$ cat src/mem_pkg.sv
// mem_pkg
// Shared widths, request and bank command types and the write
// sequencer states for the dual-port instruction/data memory.
// Port A fetches a 128-bit line, port B reads and writes 32-bit words.

package mem_pkg;

  localparam int ADDR_W    = 8;    // word address, both ports
  localparam int WORD_W    = 32;   // data word
  localparam int NUM_LANES = 4;    // words per line = banks
  localparam int ROW_W     = 6;    // bank row address
  localparam int LINE_W    = 128;  // fetch line, NUM_LANES words

  // fetch port request, read only
  typedef struct packed {
    logic              en;    // fetch strobe
    logic [ADDR_W-1:0] addr;  // word offset, lane bits ignored
  } fetch_req_t;

  // data port request
  typedef struct packed {
    logic                  en;     // access strobe
    logic                  we;     // 1 = masked write
    logic [WORD_W/8-1:0]   be;     // byte enables, bit 0 = low byte
    logic [ADDR_W-1:0]     addr;   // word address
    logic [WORD_W-1:0]     wdata;  // write data
  } data_req_t;

  // per-bank command from the router
  // port A and port B carry their own row so fetches and data
  // accesses to different rows run in the same cycle
  typedef struct packed {
    logic              a_en;   // port A read
    logic [ROW_W-1:0]  a_row;  // port A row
    logic              b_en;   // port B access
    logic              b_we;   // port B whole-word write
    logic [ROW_W-1:0]  b_row;  // port B row
    logic [WORD_W-1:0] wdata;  // port B write word, already merged
  } bank_cmd_t;

  // byte-masked write sequencer
  typedef enum logic [0:0] {
    WR_IDLE  = 1'b0,  // accepting data requests
    WR_MERGE = 1'b1   // old word on the bus, merged write goes out
  } rmw_state_e;

endpackage

$ cat src/line_collector.sv
// line_collector
// Builds the fetch line from the four port A words, lane 0 lowest, and
// picks the data port word by the registered lane. Both outputs are
// registered once more; the selected word also goes back to the router
// without a register for the write merge.

`timescale 1ns/1ps

module line_collector (
  input  logic                        clk_i,
  input  logic                        rst_i,
  input  logic [mem_pkg::WORD_W-1:0]  a_rdata_i [mem_pkg::NUM_LANES],
  input  logic [mem_pkg::WORD_W-1:0]  b_rdata_i [mem_pkg::NUM_LANES],
  input  logic [1:0]                  lane_i,
  output logic [mem_pkg::LINE_W-1:0]  line_o,
  output logic [mem_pkg::WORD_W-1:0]  rdata_o,
  output logic [mem_pkg::WORD_W-1:0]  old_word_o
);

  logic [mem_pkg::LINE_W-1:0] line_d;
  logic [mem_pkg::WORD_W-1:0] word_sel;  // port B word of the current lane

  always_comb begin
    for (int i = 0; i < mem_pkg::NUM_LANES; i++) begin
      line_d[i*mem_pkg::WORD_W +: mem_pkg::WORD_W] = a_rdata_i[i];  // lane i, word i
    end
  end

  assign word_sel   = b_rdata_i[lane_i];
  assign old_word_o = word_sel;  // used in the WR_MERGE cycle

  // bank outputs hold between accesses, so copying every cycle keeps
  // line_o stable until the next fetch
  always_ff @(posedge clk_i) begin
    if (rst_i) begin
      line_o  <= '0;
      rdata_o <= '0;
    end else begin
      line_o  <= line_d;
      rdata_o <= word_sel;
    end
  end

endmodule

$ cat config.mk
export PLATFORM = sky130hd
export DESIGN_NAME = line_collector
export DESIGN_NICKNAME = d
export VERILOG_FILES = /design/src/mem_pkg.sv /design/src/line_collector.sv
export SDC_FILE = /design/constraint.sdc
export NUM_CORES = 1
export LEC_CHECK = 0
export BUFFER_PORTS_ARGS = -buffer_cell sky130_fd_sc_hd__buf_2
export CORE_AREA = 2 2 177 179
export DETAILED_ROUTE_END_ITERATION = 10
export DIE_AREA = 0 0 179 181
export MAX_ROUTING_LAYER = met4
export SLEW_MARGIN = 0
export SYNTH_ARGS = -nofsm -noshare
export SYNTH_HDL_FRONTEND = slang
export SYNTH_SLANG_ARGS = --single-unit
$ cat constraint.sdc
create_clock -name clk_i -period 1.25 [get_ports clk_i]
set_input_delay 0.25 -clock clk_i [delete_from_list [all_inputs] [get_ports clk_i]]
set_output_delay 0.25 -clock clk_i [all_outputs]
set_load 0.005 [all_outputs]
==> results_dict.tcl <==
set metrics [dict create \
    outcome "finished, violations left" \
    violations "negative setup slack" \
    synth_top_flop_cell "dfxtp_1" \
    synthToLayoutAreaGrowth_pct 81.96 \
    finalHoldViolations 0 \
    synth_top_area_cell "dfxtp_1" \
    ys_ff_latch 160 \
    maxSlewHeadroom_pct 81.32 \
    layout.nets 1153 \
    drt_wl_total_um 20860 \
    overflow 0 \
    p_leak_nw 4.470 \
    critPathLaunchType "primary input" \
    start_util_pct 16.64 \
    p_per_area_nw_per_um2 1403 \
    cts_root_buffer "clkbuf_16" \
    rows 64 \
    port_buffers 451 \
    finalWorstSetupSlack_ns -0.2386 \
    synth-edff-count 0 \
    num_io_pins 452 \
    endpoint "old_word_o[7]" \
    fillCellCount 3203 \
    crit_fanout 7 \
    drt_iter0_markers 147 \
    clk_pin_slew_ns 0.06 \
    ys_types 6 \
    ys_seq_area_share_pct 63.44 \
    fin_crit_sh_pct 119.1 \
    cp.arrival_ns 1.24 \
    worst_slew_pin_slew_ns 0.2801 \
    slew_violations 0 \
    grt_max_degree 51 \
    clk_path_buf_depth 2 \
    via_per_inst 3.619 \
    vias 4733 \
    die_x_um 179 \
    cp-end-kind "primary output" \
    cap_violations 0 \
    htreeDepth 4 \
    crit_required_ns 1.00 \
    netlist_instances 376 \
    max-vdd-ir-drop_v 0.0008588 \
    clock_sinks 160 \
    gp_congestion 0.8624 \
    die_height_um 181 \
    synth.top_cells.by_area "dfxtp_1 63%, nor2b_1 20%, mux4_2 14%" \
    synthTopCellsByCount "160 x dfxtp_1, 160 x nor2b_1, 32 x mux4_2, 17 x clkbuf_1, 4 x buf_6" \
    finalHoldWorstSlack_ns 0.03267 \
    dr.pass1.iters 4 \
    setup_viol 32 \
    antenna_found_initial 7 \
    synth_top_area_share_pct 63.44 \
    async_flop_share_pct 0 \
    post_drt_wl_per_cell_um 15.95 \
    syn-num-nets 636 \
    p_total_mw 12.89 \
    min_period_ns 1.489 \
    grt_first_pass_wirelength_um 29060 \
    rsz0062_at_grt "true" \
    cp-startpoint "lane_i[0]" \
    detail-route-antenna-nets 0 \
    crit_type "in -> out" \
    hold_class "in -> reg" \
    grt_use_total_pct 13.02 \
    hpwl_um 16440 \
    grt_pass1_vias 5016 \
    synthesis.area_um2 5049 \
    synth_warnings 0 \
    synth_area_per_cell_um2 13.43 \
    cts_tree "yes" \
    drive_gt1_share_pct 58.39 \
    coreArea_um2 30350 \
    die_area_um2 32400 \
    timing.fmax_ghz 0.6718 \
    post-route-drc-count 0 \
    cts-buffers-inserted 17 \
]
-- repair_timing --
action,in CTS,in global routing
endpoints found under the hold margin,58,0
resized for setup,11,3
hold buffers,58,0
cloned,2,0
endpoints found under the setup margin,33,32
setup buffers,0,0
-- cell families (layout without fill, tap and decap cells) --
group                  count (synthesis)  count (layout)  share of synthesized area (%)
other                                  0               6                              0
multiplexers                          32              32                          14.28
flip-flops                           160             160                          63.44
AND/OR/NAND/NOR                      160             160                          19.83
buffers and inverters                 24             554                          2.453
-- stage by stage --
stage          instances  area [um^2]  util (%)  TNS [ns]  setup WS, ns
3_3_place_gp        1210         7841     25.84    -14.35       -0.3207
3_5_place_dp        1210         7841     25.84    -15.24       -0.3388
2_1_floorplan        376         5084         -   -0.4721      -0.01574
6_report            1308         9186     30.27    -6.173       -0.2386
4_1_cts             1302         9153     30.16    -6.438       -0.2399
5_1_grt             1308         9186     30.27    -7.030       -0.2576
-- state kept, by name, summed over array words and instances, names as in the netlist --
| name | flops |
|---|---|
| rdata_o | 32 |
| line_o | 128 |
-- layer usage --
layer / global-route usage [%] / up-vias / wire length [um]
li1: - / 2263 / -
met1: 11.96 / 2175 / 7227
met2: 23.54 / 276 / 11130
met3: 5.008 / 19 / 2034
met4: 5.821 / 0 / 462
met5: - / - / 0
-- worst min path at each step --
stage | from | end | slack [ns] | depth (start not counted)
2_1_floorplan | a_rdata_i[96] | line_o[0] | 0.38 | 1
3_3_place_gp | a_rdata_i[86] | line_o[54] | 0.46 | 2
3_5_place_dp | a_rdata_i[100] | line_o[4] | 0.46 | 2
4_1_cts | a_rdata_i[86] | line_o[54] | 0.00003 | 2
5_1_grt | a_rdata_i[61] | line_o[93] | 0.002 | 2
6_report | a_rdata_i[44] | line_o[76] | 0.03 | 2
-- layout by cell type (no fill, tap or decap), drive strengths merged --
master / Yosys / layout
nor2b: 160 / 160
inv: 0 / 5
dlygate4sd3: 0 / 58
diode: 0 / 6
mux4: 32 / 32
dfxtp: 160 / 160
clkbuf: 17 / 18
buf: 7 / 464
clkinv: 0 / 3
clkinvlp: 0 / 2
bufinv: 0 / 4
-- critical path: stages --
cell	delay, ns
buf_12	0.13
buf_12	0.14
mux4_2	0.56
buf_6	0.15
-- power by group --
group | switching, mW | internal, mW
logic | 0.683 | 1.06
registers | 0.0744 | 5.40
clock network | 2.24 | 3.43
total | 3.00 | 9.89
-- cell type report --
type                       instances  area [um^2]  area share [%]
clock buffer                      18        439.2           4.781
multi-input combinational        192         1722           18.74
clock inverter                    14        201.4           2.193
sequential                       160         3204           34.88
tap                              396        495.5           5.394
antenna                            6        15.01          0.1634
timing repair buffer             522         3109           33.85
Note: power is estimated with default switching activity, not from simulation.
