$ cat src/mem_pkg.sv
// mem_pkg
// Shared widths, request and bank command types and the write
// sequencer states for the dual-port instruction/data memory.
// Port A fetches a 128-bit line, port B reads and writes 32-bit words.

package mem_pkg;

  localparam int ADDR_W    = 8;    // word address, both ports
  localparam int WORD_W    = 32;   // data word
  localparam int NUM_LANES = 4;    // words per line = banks
  localparam int ROW_W     = 6;    // bank row address
  localparam int LINE_W    = 128;  // fetch line, NUM_LANES words

  // fetch port request, read only
  typedef struct packed {
    logic              en;    // fetch strobe
    logic [ADDR_W-1:0] addr;  // word offset, lane bits ignored
  } fetch_req_t;

  // data port request
  typedef struct packed {
    logic                  en;     // access strobe
    logic                  we;     // 1 = masked write
    logic [WORD_W/8-1:0]   be;     // byte enables, bit 0 = low byte
    logic [ADDR_W-1:0]     addr;   // word address
    logic [WORD_W-1:0]     wdata;  // write data
  } data_req_t;

  // per-bank command from the router
  // port A and port B carry their own row so fetches and data
  // accesses to different rows run in the same cycle
  typedef struct packed {
    logic              a_en;   // port A read
    logic [ROW_W-1:0]  a_row;  // port A row
    logic              b_en;   // port B access
    logic              b_we;   // port B whole-word write
    logic [ROW_W-1:0]  b_row;  // port B row
    logic [WORD_W-1:0] wdata;  // port B write word, already merged
  } bank_cmd_t;

  // byte-masked write sequencer
  typedef enum logic [0:0] {
    WR_IDLE  = 1'b0,  // accepting data requests
    WR_MERGE = 1'b1   // old word on the bus, merged write goes out
  } rmw_state_e;

endpackage

$ cat src/bank_router.sv
// bank_router
// Splits fetch and data addresses into row and lane, broadcasts the fetch
// to all banks and steers data requests to one bank.
// A data write is read-modify-write over two cycles: read the old word,
// then write back the byte-merged word. busy_o covers the second cycle.

`timescale 1ns/1ps

module bank_router (
  input  logic                         clk_i,
  input  logic                         rst_i,
  input  mem_pkg::fetch_req_t          fetch_i,
  input  mem_pkg::data_req_t           data_i,
  input  logic [mem_pkg::WORD_W-1:0]   old_word_i,  // port B word of lane_o
  output mem_pkg::bank_cmd_t           cmd_o [mem_pkg::NUM_LANES],
  output logic [1:0]                   lane_o,
  output logic                         busy_o
);

  mem_pkg::rmw_state_e            state_q;
  logic [1:0]                     lane_q;     // lane of last accepted data request
  logic [mem_pkg::ROW_W-1:0]      row_q;      // captured write row
  logic [mem_pkg::WORD_W/8-1:0]   be_q;       // captured byte enables
  logic [mem_pkg::WORD_W-1:0]     wdata_q;    // captured write data
  logic [mem_pkg::WORD_W-1:0]     merged;     // new bytes over old word
  logic [1:0]                     data_lane;
  logic [mem_pkg::ROW_W-1:0]      data_row;
  logic                           data_acc;   // data request taken this cycle
  logic                           wr_acc;
  logic                           any_b_we;

  // address split, lane = addr mod 4, row = addr / 4
  assign data_lane = data_i.addr[mem_pkg::ADDR_W-mem_pkg::ROW_W-1:0];
  assign data_row  = data_i.addr[mem_pkg::ADDR_W-1 -: mem_pkg::ROW_W];

  assign data_acc = data_i.en && (state_q == mem_pkg::WR_IDLE);  // dropped while busy
  assign wr_acc   = data_acc && data_i.we;
  assign busy_o   = (state_q == mem_pkg::WR_MERGE);
  assign lane_o   = lane_q;

  // byte merge, enabled bytes from wdata, the rest from the old word
  always_comb begin
    for (int b = 0; b < mem_pkg::WORD_W/8; b++) begin
      merged[b*8 +: 8] = be_q[b] ? wdata_q[b*8 +: 8] : old_word_i[b*8 +: 8];
    end
  end

  // per-bank commands
  always_comb begin
    for (int i = 0; i < mem_pkg::NUM_LANES; i++) begin
      cmd_o[i].a_en  = fetch_i.en;  // fetch hits every bank at one row
      cmd_o[i].a_row = fetch_i.addr[mem_pkg::ADDR_W-1 -: mem_pkg::ROW_W];
      cmd_o[i].b_en  = 1'b0;
      cmd_o[i].b_we  = 1'b0;
      cmd_o[i].b_row = data_row;
      cmd_o[i].wdata = merged;
    end
    if (state_q == mem_pkg::WR_MERGE) begin
      // second cycle of a write, merged word goes back to the same row
      cmd_o[lane_q].b_en  = 1'b1;
      cmd_o[lane_q].b_we  = 1'b1;
      cmd_o[lane_q].b_row = row_q;
    end else if (data_i.en) begin
      cmd_o[data_lane].b_en = 1'b1;  // read, also the first half of a write
    end
  end

  // sequencer and lane register
  always_ff @(posedge clk_i) begin
    if (rst_i) begin
      state_q <= mem_pkg::WR_IDLE;
      lane_q  <= '0;
    end else begin
      if (data_acc) begin
        lane_q <= data_lane;  // selects the port B word one cycle later
      end
      case (state_q)
        mem_pkg::WR_IDLE:  if (wr_acc) state_q <= mem_pkg::WR_MERGE;
        mem_pkg::WR_MERGE: state_q <= mem_pkg::WR_IDLE;  // always one cycle
        default:           state_q <= mem_pkg::WR_IDLE;
      endcase
    end
  end

  // write payload, held for the merge cycle
  always_ff @(posedge clk_i) begin
    if (wr_acc) begin
      row_q   <= data_row;
      be_q    <= data_i.be;
      wdata_q <= data_i.wdata;
    end
  end

  always_comb begin
    any_b_we = 1'b0;
    for (int i = 0; i < mem_pkg::NUM_LANES; i++) begin
      any_b_we = any_b_we | cmd_o[i].b_we;
    end
  end

  // accepted write gives exactly one busy cycle
  busy_one_cycle_a : assert property (
    @(posedge clk_i) disable iff (rst_i) wr_acc |=> busy_o ##1 !busy_o
  ) else $error("bank_router: busy_o not a single cycle after write");

  // bank writes only come out of the merge state
  no_we_in_idle_a : assert property (
    @(posedge clk_i) disable iff (rst_i) (state_q == mem_pkg::WR_IDLE) |-> !any_b_we
  ) else $error("bank_router: bank write in WR_IDLE");

endmodule

$ cat config.mk
export PLATFORM = sky130hd
export DESIGN_NAME = bank_router
export DESIGN_NICKNAME = d
export VERILOG_FILES = /design/src/mem_pkg.sv /design/src/bank_router.sv
export SDC_FILE = /design/constraint.sdc
export NUM_CORES = 1
export LEC_CHECK = 0
export ABC_AREA = 1
export ABC_CLOCK_PERIOD_IN_PS = 3600
export BUFFER_PORTS_ARGS = -buffer_cell sky130_fd_sc_hd__buf_4
export CAP_MARGIN = 40
export CORE_AREA = 2 2 108 110
export DETAILED_ROUTE_END_ITERATION = 10
export DIE_AREA = 0 0 110 112
export PLACE_DENSITY = 0.73
export SETUP_SLACK_MARGIN = 0.05
export SYNTH_ARGS = -nofsm -noshare
export SYNTH_HDL_FRONTEND = slang
export SYNTH_SLANG_ARGS = --single-unit
$ cat constraint.sdc
create_clock -name clk_i -period 3.6 [get_ports clk_i]
set_input_delay 0.18 -clock clk_i [delete_from_list [all_inputs] [get_ports clk_i]]
set_output_delay 0.18 -clock clk_i [all_outputs]
set_load 0.03 [all_outputs]
==> metrics.log <==
INFO  metric outcome = finished clean
INFO  metric grt_setup_unrepaired = false
INFO  metric syn-instance-count = roughly 370
INFO  metric slowest_delay = approximately 0.61 ns
INFO  metric nFillCells = between 1k and 1.5k
INFO  metric clkLatencyLatePin = ~0.28 ns
INFO  metric fin_tns_setup = 0 ns
INFO  metric timing.hold.worst.class = primary input to flop
INFO  metric dpl_worst_slack = about 1.6 ns
INFO  metric gr-total-overflow = 0
INFO  metric via_count = ~2.6k
INFO  metric proportion_of_netlist_area_held_by_the_largest_area_contributor = 0.408
INFO  metric syn_area_per_cell = about 8.4 um^2
INFO  metric cpMostUsedCell = sky130_fd_sc_hd__nand2_1
INFO  metric p_seq_frac = 0.381
INFO  metric min_period_over_period = 0.619
INFO  metric grt.total_usage = 0.125
INFO  metric area.growth.synth_to_final = 38.0%
INFO  metric yosys_register_bits = 45
INFO  metric synth.lib_cells_used.distinct = 16
INFO  metric floorplan.die.width = 110 um
INFO  metric first_pass_grt_wire_length = 12000 um
INFO  metric io_pins = 280
INFO  metric clock_tree_from_tritoncts = yes
INFO  metric data_required_critical_path = ~3.4 ns
INFO  metric comb_power_share = 0.348
INFO  metric globalplace.congestion = between 0.8 and 0.9
INFO  metric cp_cell_sequence = nand2_1 -> nor2_1 -> nand2_1 -> o21ai_1 -> buf_4
INFO  metric irDropWorstVdd = 203 uV
INFO  metric cp-start-kind = flop
INFO  metric timing.final.crit_period = about 2.2 ns
INFO  metric numCtsBuffers = 5
INFO  metric grt_start_max_net_pins = 24
INFO  metric grt_pass1_vias = between 2k and 2.5k
INFO  metric max-clock-path-buffers = 2
INFO  metric peak_fanout_along_the_critical_path = 13
INFO  metric signal_arrival_time_at_the_worst_endpoint = 2.05 ns
INFO  metric synthesis.area = about 3100 um^2
INFO  metric h-tree-depth = 2
INFO  metric critical_path.endpoint_type = primary output
INFO  metric layout-drive-gt1-share = 0.519
INFO  metric cts_root_buffer = sky130_fd_sc_hd__clkbuf_16
INFO  metric final.setup.worst_slack = roughly 1.4 ns
INFO  metric synthTopCellsByArea = sky130_fd_sc_hd__edfxtp_1, sky130_fd_sc_hd__buf_4, sky130_fd_sc_hd__nand2_1
INFO  metric setup_viol_count_final = 0
INFO  metric slew-limit-headroom = 0.454
INFO  metric internal_power = around 1.1 mW
INFO  metric worstMarginPinSlew = around 0.8 ns
INFO  metric p_sw_frac = 0.340
INFO  metric antenna_violating_nets_post_route = 0
INFO  metric postCtsHoldBufs = 0
INFO  metric yosysWarnings = 0
INFO  metric critPathKind = flop to primary output
INFO  metric dpl.hpwl = 6810 um
INFO  metric power_density = around 380 nW/um^2
INFO  metric place.detailed.instances = 621
INFO  metric initial_core_util = 0.276
INFO  metric timing_max_transition_violations_final = 0
INFO  metric synth-seq-area-share = 0.428
INFO  metric fp.dieH = 112 um
INFO  metric postCtsResizedCells = 0
INFO  metric detailedRoute.firstIterationViolations = between 70 and 80
INFO  metric clock_sink_count = 45
INFO  metric die_area = 12300 um^2
INFO  metric post_drt_via_cell_ratio = about 4.2
INFO  metric p_sw = roughly 0.55 mW
INFO  metric drt_pre_antenna_iters = 4
INFO  metric critical-path-slowest-cell = sky130_fd_sc_hd__nor2_1
INFO  metric synth_area_leader_cell = sky130_fd_sc_hd__edfxtp_1
INFO  metric coreArea = approximately 11000 um^2
INFO  metric core.rowCount = 39
INFO  metric cts.reportedPaths.clkPinSlew = about 0.06 ns
INFO  metric leakagePower = about 2.2 nW
INFO  metric routed_wirelength = between 8000 and 9000 um
INFO  metric max-cap-violations = 0
INFO  metric port_buffers = 242
INFO  metric antenna_found_initial = 0
INFO  metric residual_drc = 0
INFO  metric postCtsSetupBuffers = 0
INFO  metric hold_viol = 0
INFO  metric mappedNetlistNets = 456
INFO  metric clock_skew = approximately 0.0077 ns
INFO  metric diodes_inserted = 0
INFO  metric route.detailed.wl_per_inst = about 13 um
INFO  metric maxClockFrequency = ~0.45 GHz
INFO  metric clockPowerShare = 0.271
INFO  metric post_layout_nonfiller_instances = 629
INFO  metric fin_nets = around 570
[cell usage after synthesis]
cell	n
sky130_fd_sc_hd__inv_1	40
sky130_fd_sc_hd__a21oi_1	2
sky130_fd_sc_hd__nor2_2	1
sky130_fd_sc_hd__nor2_1	5
sky130_fd_sc_hd__nand2_1	81
sky130_fd_sc_hd__clkbuf_1	4
sky130_fd_sc_hd__nand3_1	10
sky130_fd_sc_hd__or2_2	1
sky130_fd_sc_hd__o21ai_1	4
sky130_fd_sc_hd__buf_2	1
sky130_fd_sc_hd__o21ai_0	44
sky130_fd_sc_hd__nor3_1	1
sky130_fd_sc_hd__inv_2	1
sky130_fd_sc_hd__dfxtp_1	3
sky130_fd_sc_hd__buf_4	127
sky130_fd_sc_hd__edfxtp_1	42
[state kept, by name, summed over array words and instances (netlist names)]
register,count
lane_o,2
wdata_q,32
row_q,6
busy_o,1
be_q,4
[power by group through the flow]
stage | Sequential [mW] | Combinational [mW] | Clock, mW
global route | 0.620 | 0.596 | 0.472
floorplan | 0.624 | 0.460 | 0
CTS | 0.617 | 0.568 | 0.453
global placement | 0.626 | 0.562 | 0
detailed placement | 0.628 | 0.567 | 0
finish | 0.616 | 0.563 | 0.438
[cell usage in the layout, fill, tap and decap left out, types with 2 or more instances in the layout]
cell type / n
sky130_fd_sc_hd__clkbuf_16: 5
sky130_fd_sc_hd__nand3_1: 10
sky130_fd_sc_hd__o21ai_1: 4
sky130_fd_sc_hd__nand2_1: 81
sky130_fd_sc_hd__buf_4: 243
sky130_fd_sc_hd__a21oi_1: 2
sky130_fd_sc_hd__nor2_1: 4
sky130_fd_sc_hd__clkbuf_1: 3
sky130_fd_sc_hd__o21ai_0: 44
sky130_fd_sc_hd__inv_1: 40
sky130_fd_sc_hd__edfxtp_1: 42
sky130_fd_sc_hd__dfxtp_1: 3
[per-stage QoR]
step	area, um^2	utilization	power, mW	hold slack, ns
5_1_grt	4260	0.381	1.69	0.0587
2_1_floorplan	3090	-	1.08	0.249
4_1_cts	4260	0.381	1.64	0.0490
6_report	4260	0.381	1.62	0.0595
3_3_place_gp	4130	0.369	1.19	0.358
3_5_place_dp	4130	0.369	1.19	0.358
[logic make-up after synthesis]
family / after synthesis / synth area share
flops: 45 / 0.428
buf+inv: 173 / 0.365
compound gates: 50 / 0.0810
simple gates: 99 / 0.126
[final cells by class]
cell class | instances | area (um^2) | share of cell area
repair buffers | 243 | 1820 | 0.428
flip-flops and latches | 45 | 1320 | 0.310
multi-input cells | 149 | 648 | 0.152
well taps | 143 | 179 | 0.0420
inverters | 41 | 154 | 0.0361
clock buffers | 8 | 136 | 0.0320
[critical path, delay by kind of cell, from the launching register on]
family | cells | cell delay, ns
AO/OA/AOI/OAI | 1 | 0.12
AND/OR/NAND/NOR | 3 | 0.86
flip-flops | 1 | 0.59
buffers and inverters | 1 | 0.18
[per-layer routing]
metal,up-vias,part of all wire,global-route usage
met2,170,0.54,0.233
met1,1178,0.34,0.127
li1,1271,-,-
met3,15,0.095,0.0363
met4,0,0.021,0.0506
met5,-,0,0
[path summary, 6_finish.rpt]
check | from | to | slack [ns] | cells past startpoint
setup / recovery | busy_o$_SDFF_PP0_ | cmd_o[34] | 1.37 | 5
hold / removal | rst_i | lane_o[1]$_SDFFE_PP0P_ | 0.06 | 2
hold reg to reg | lane_o[1]$_SDFFE_PP0P_ | lane_o[1]$_SDFFE_PP0P_ | 0.58 | 2
setup reg to reg | busy_o$_SDFF_PP0_ | wdata_q[7]$_DFFE_PP_ | 1.58 | 4
Power figures use the tool's default switching activity.
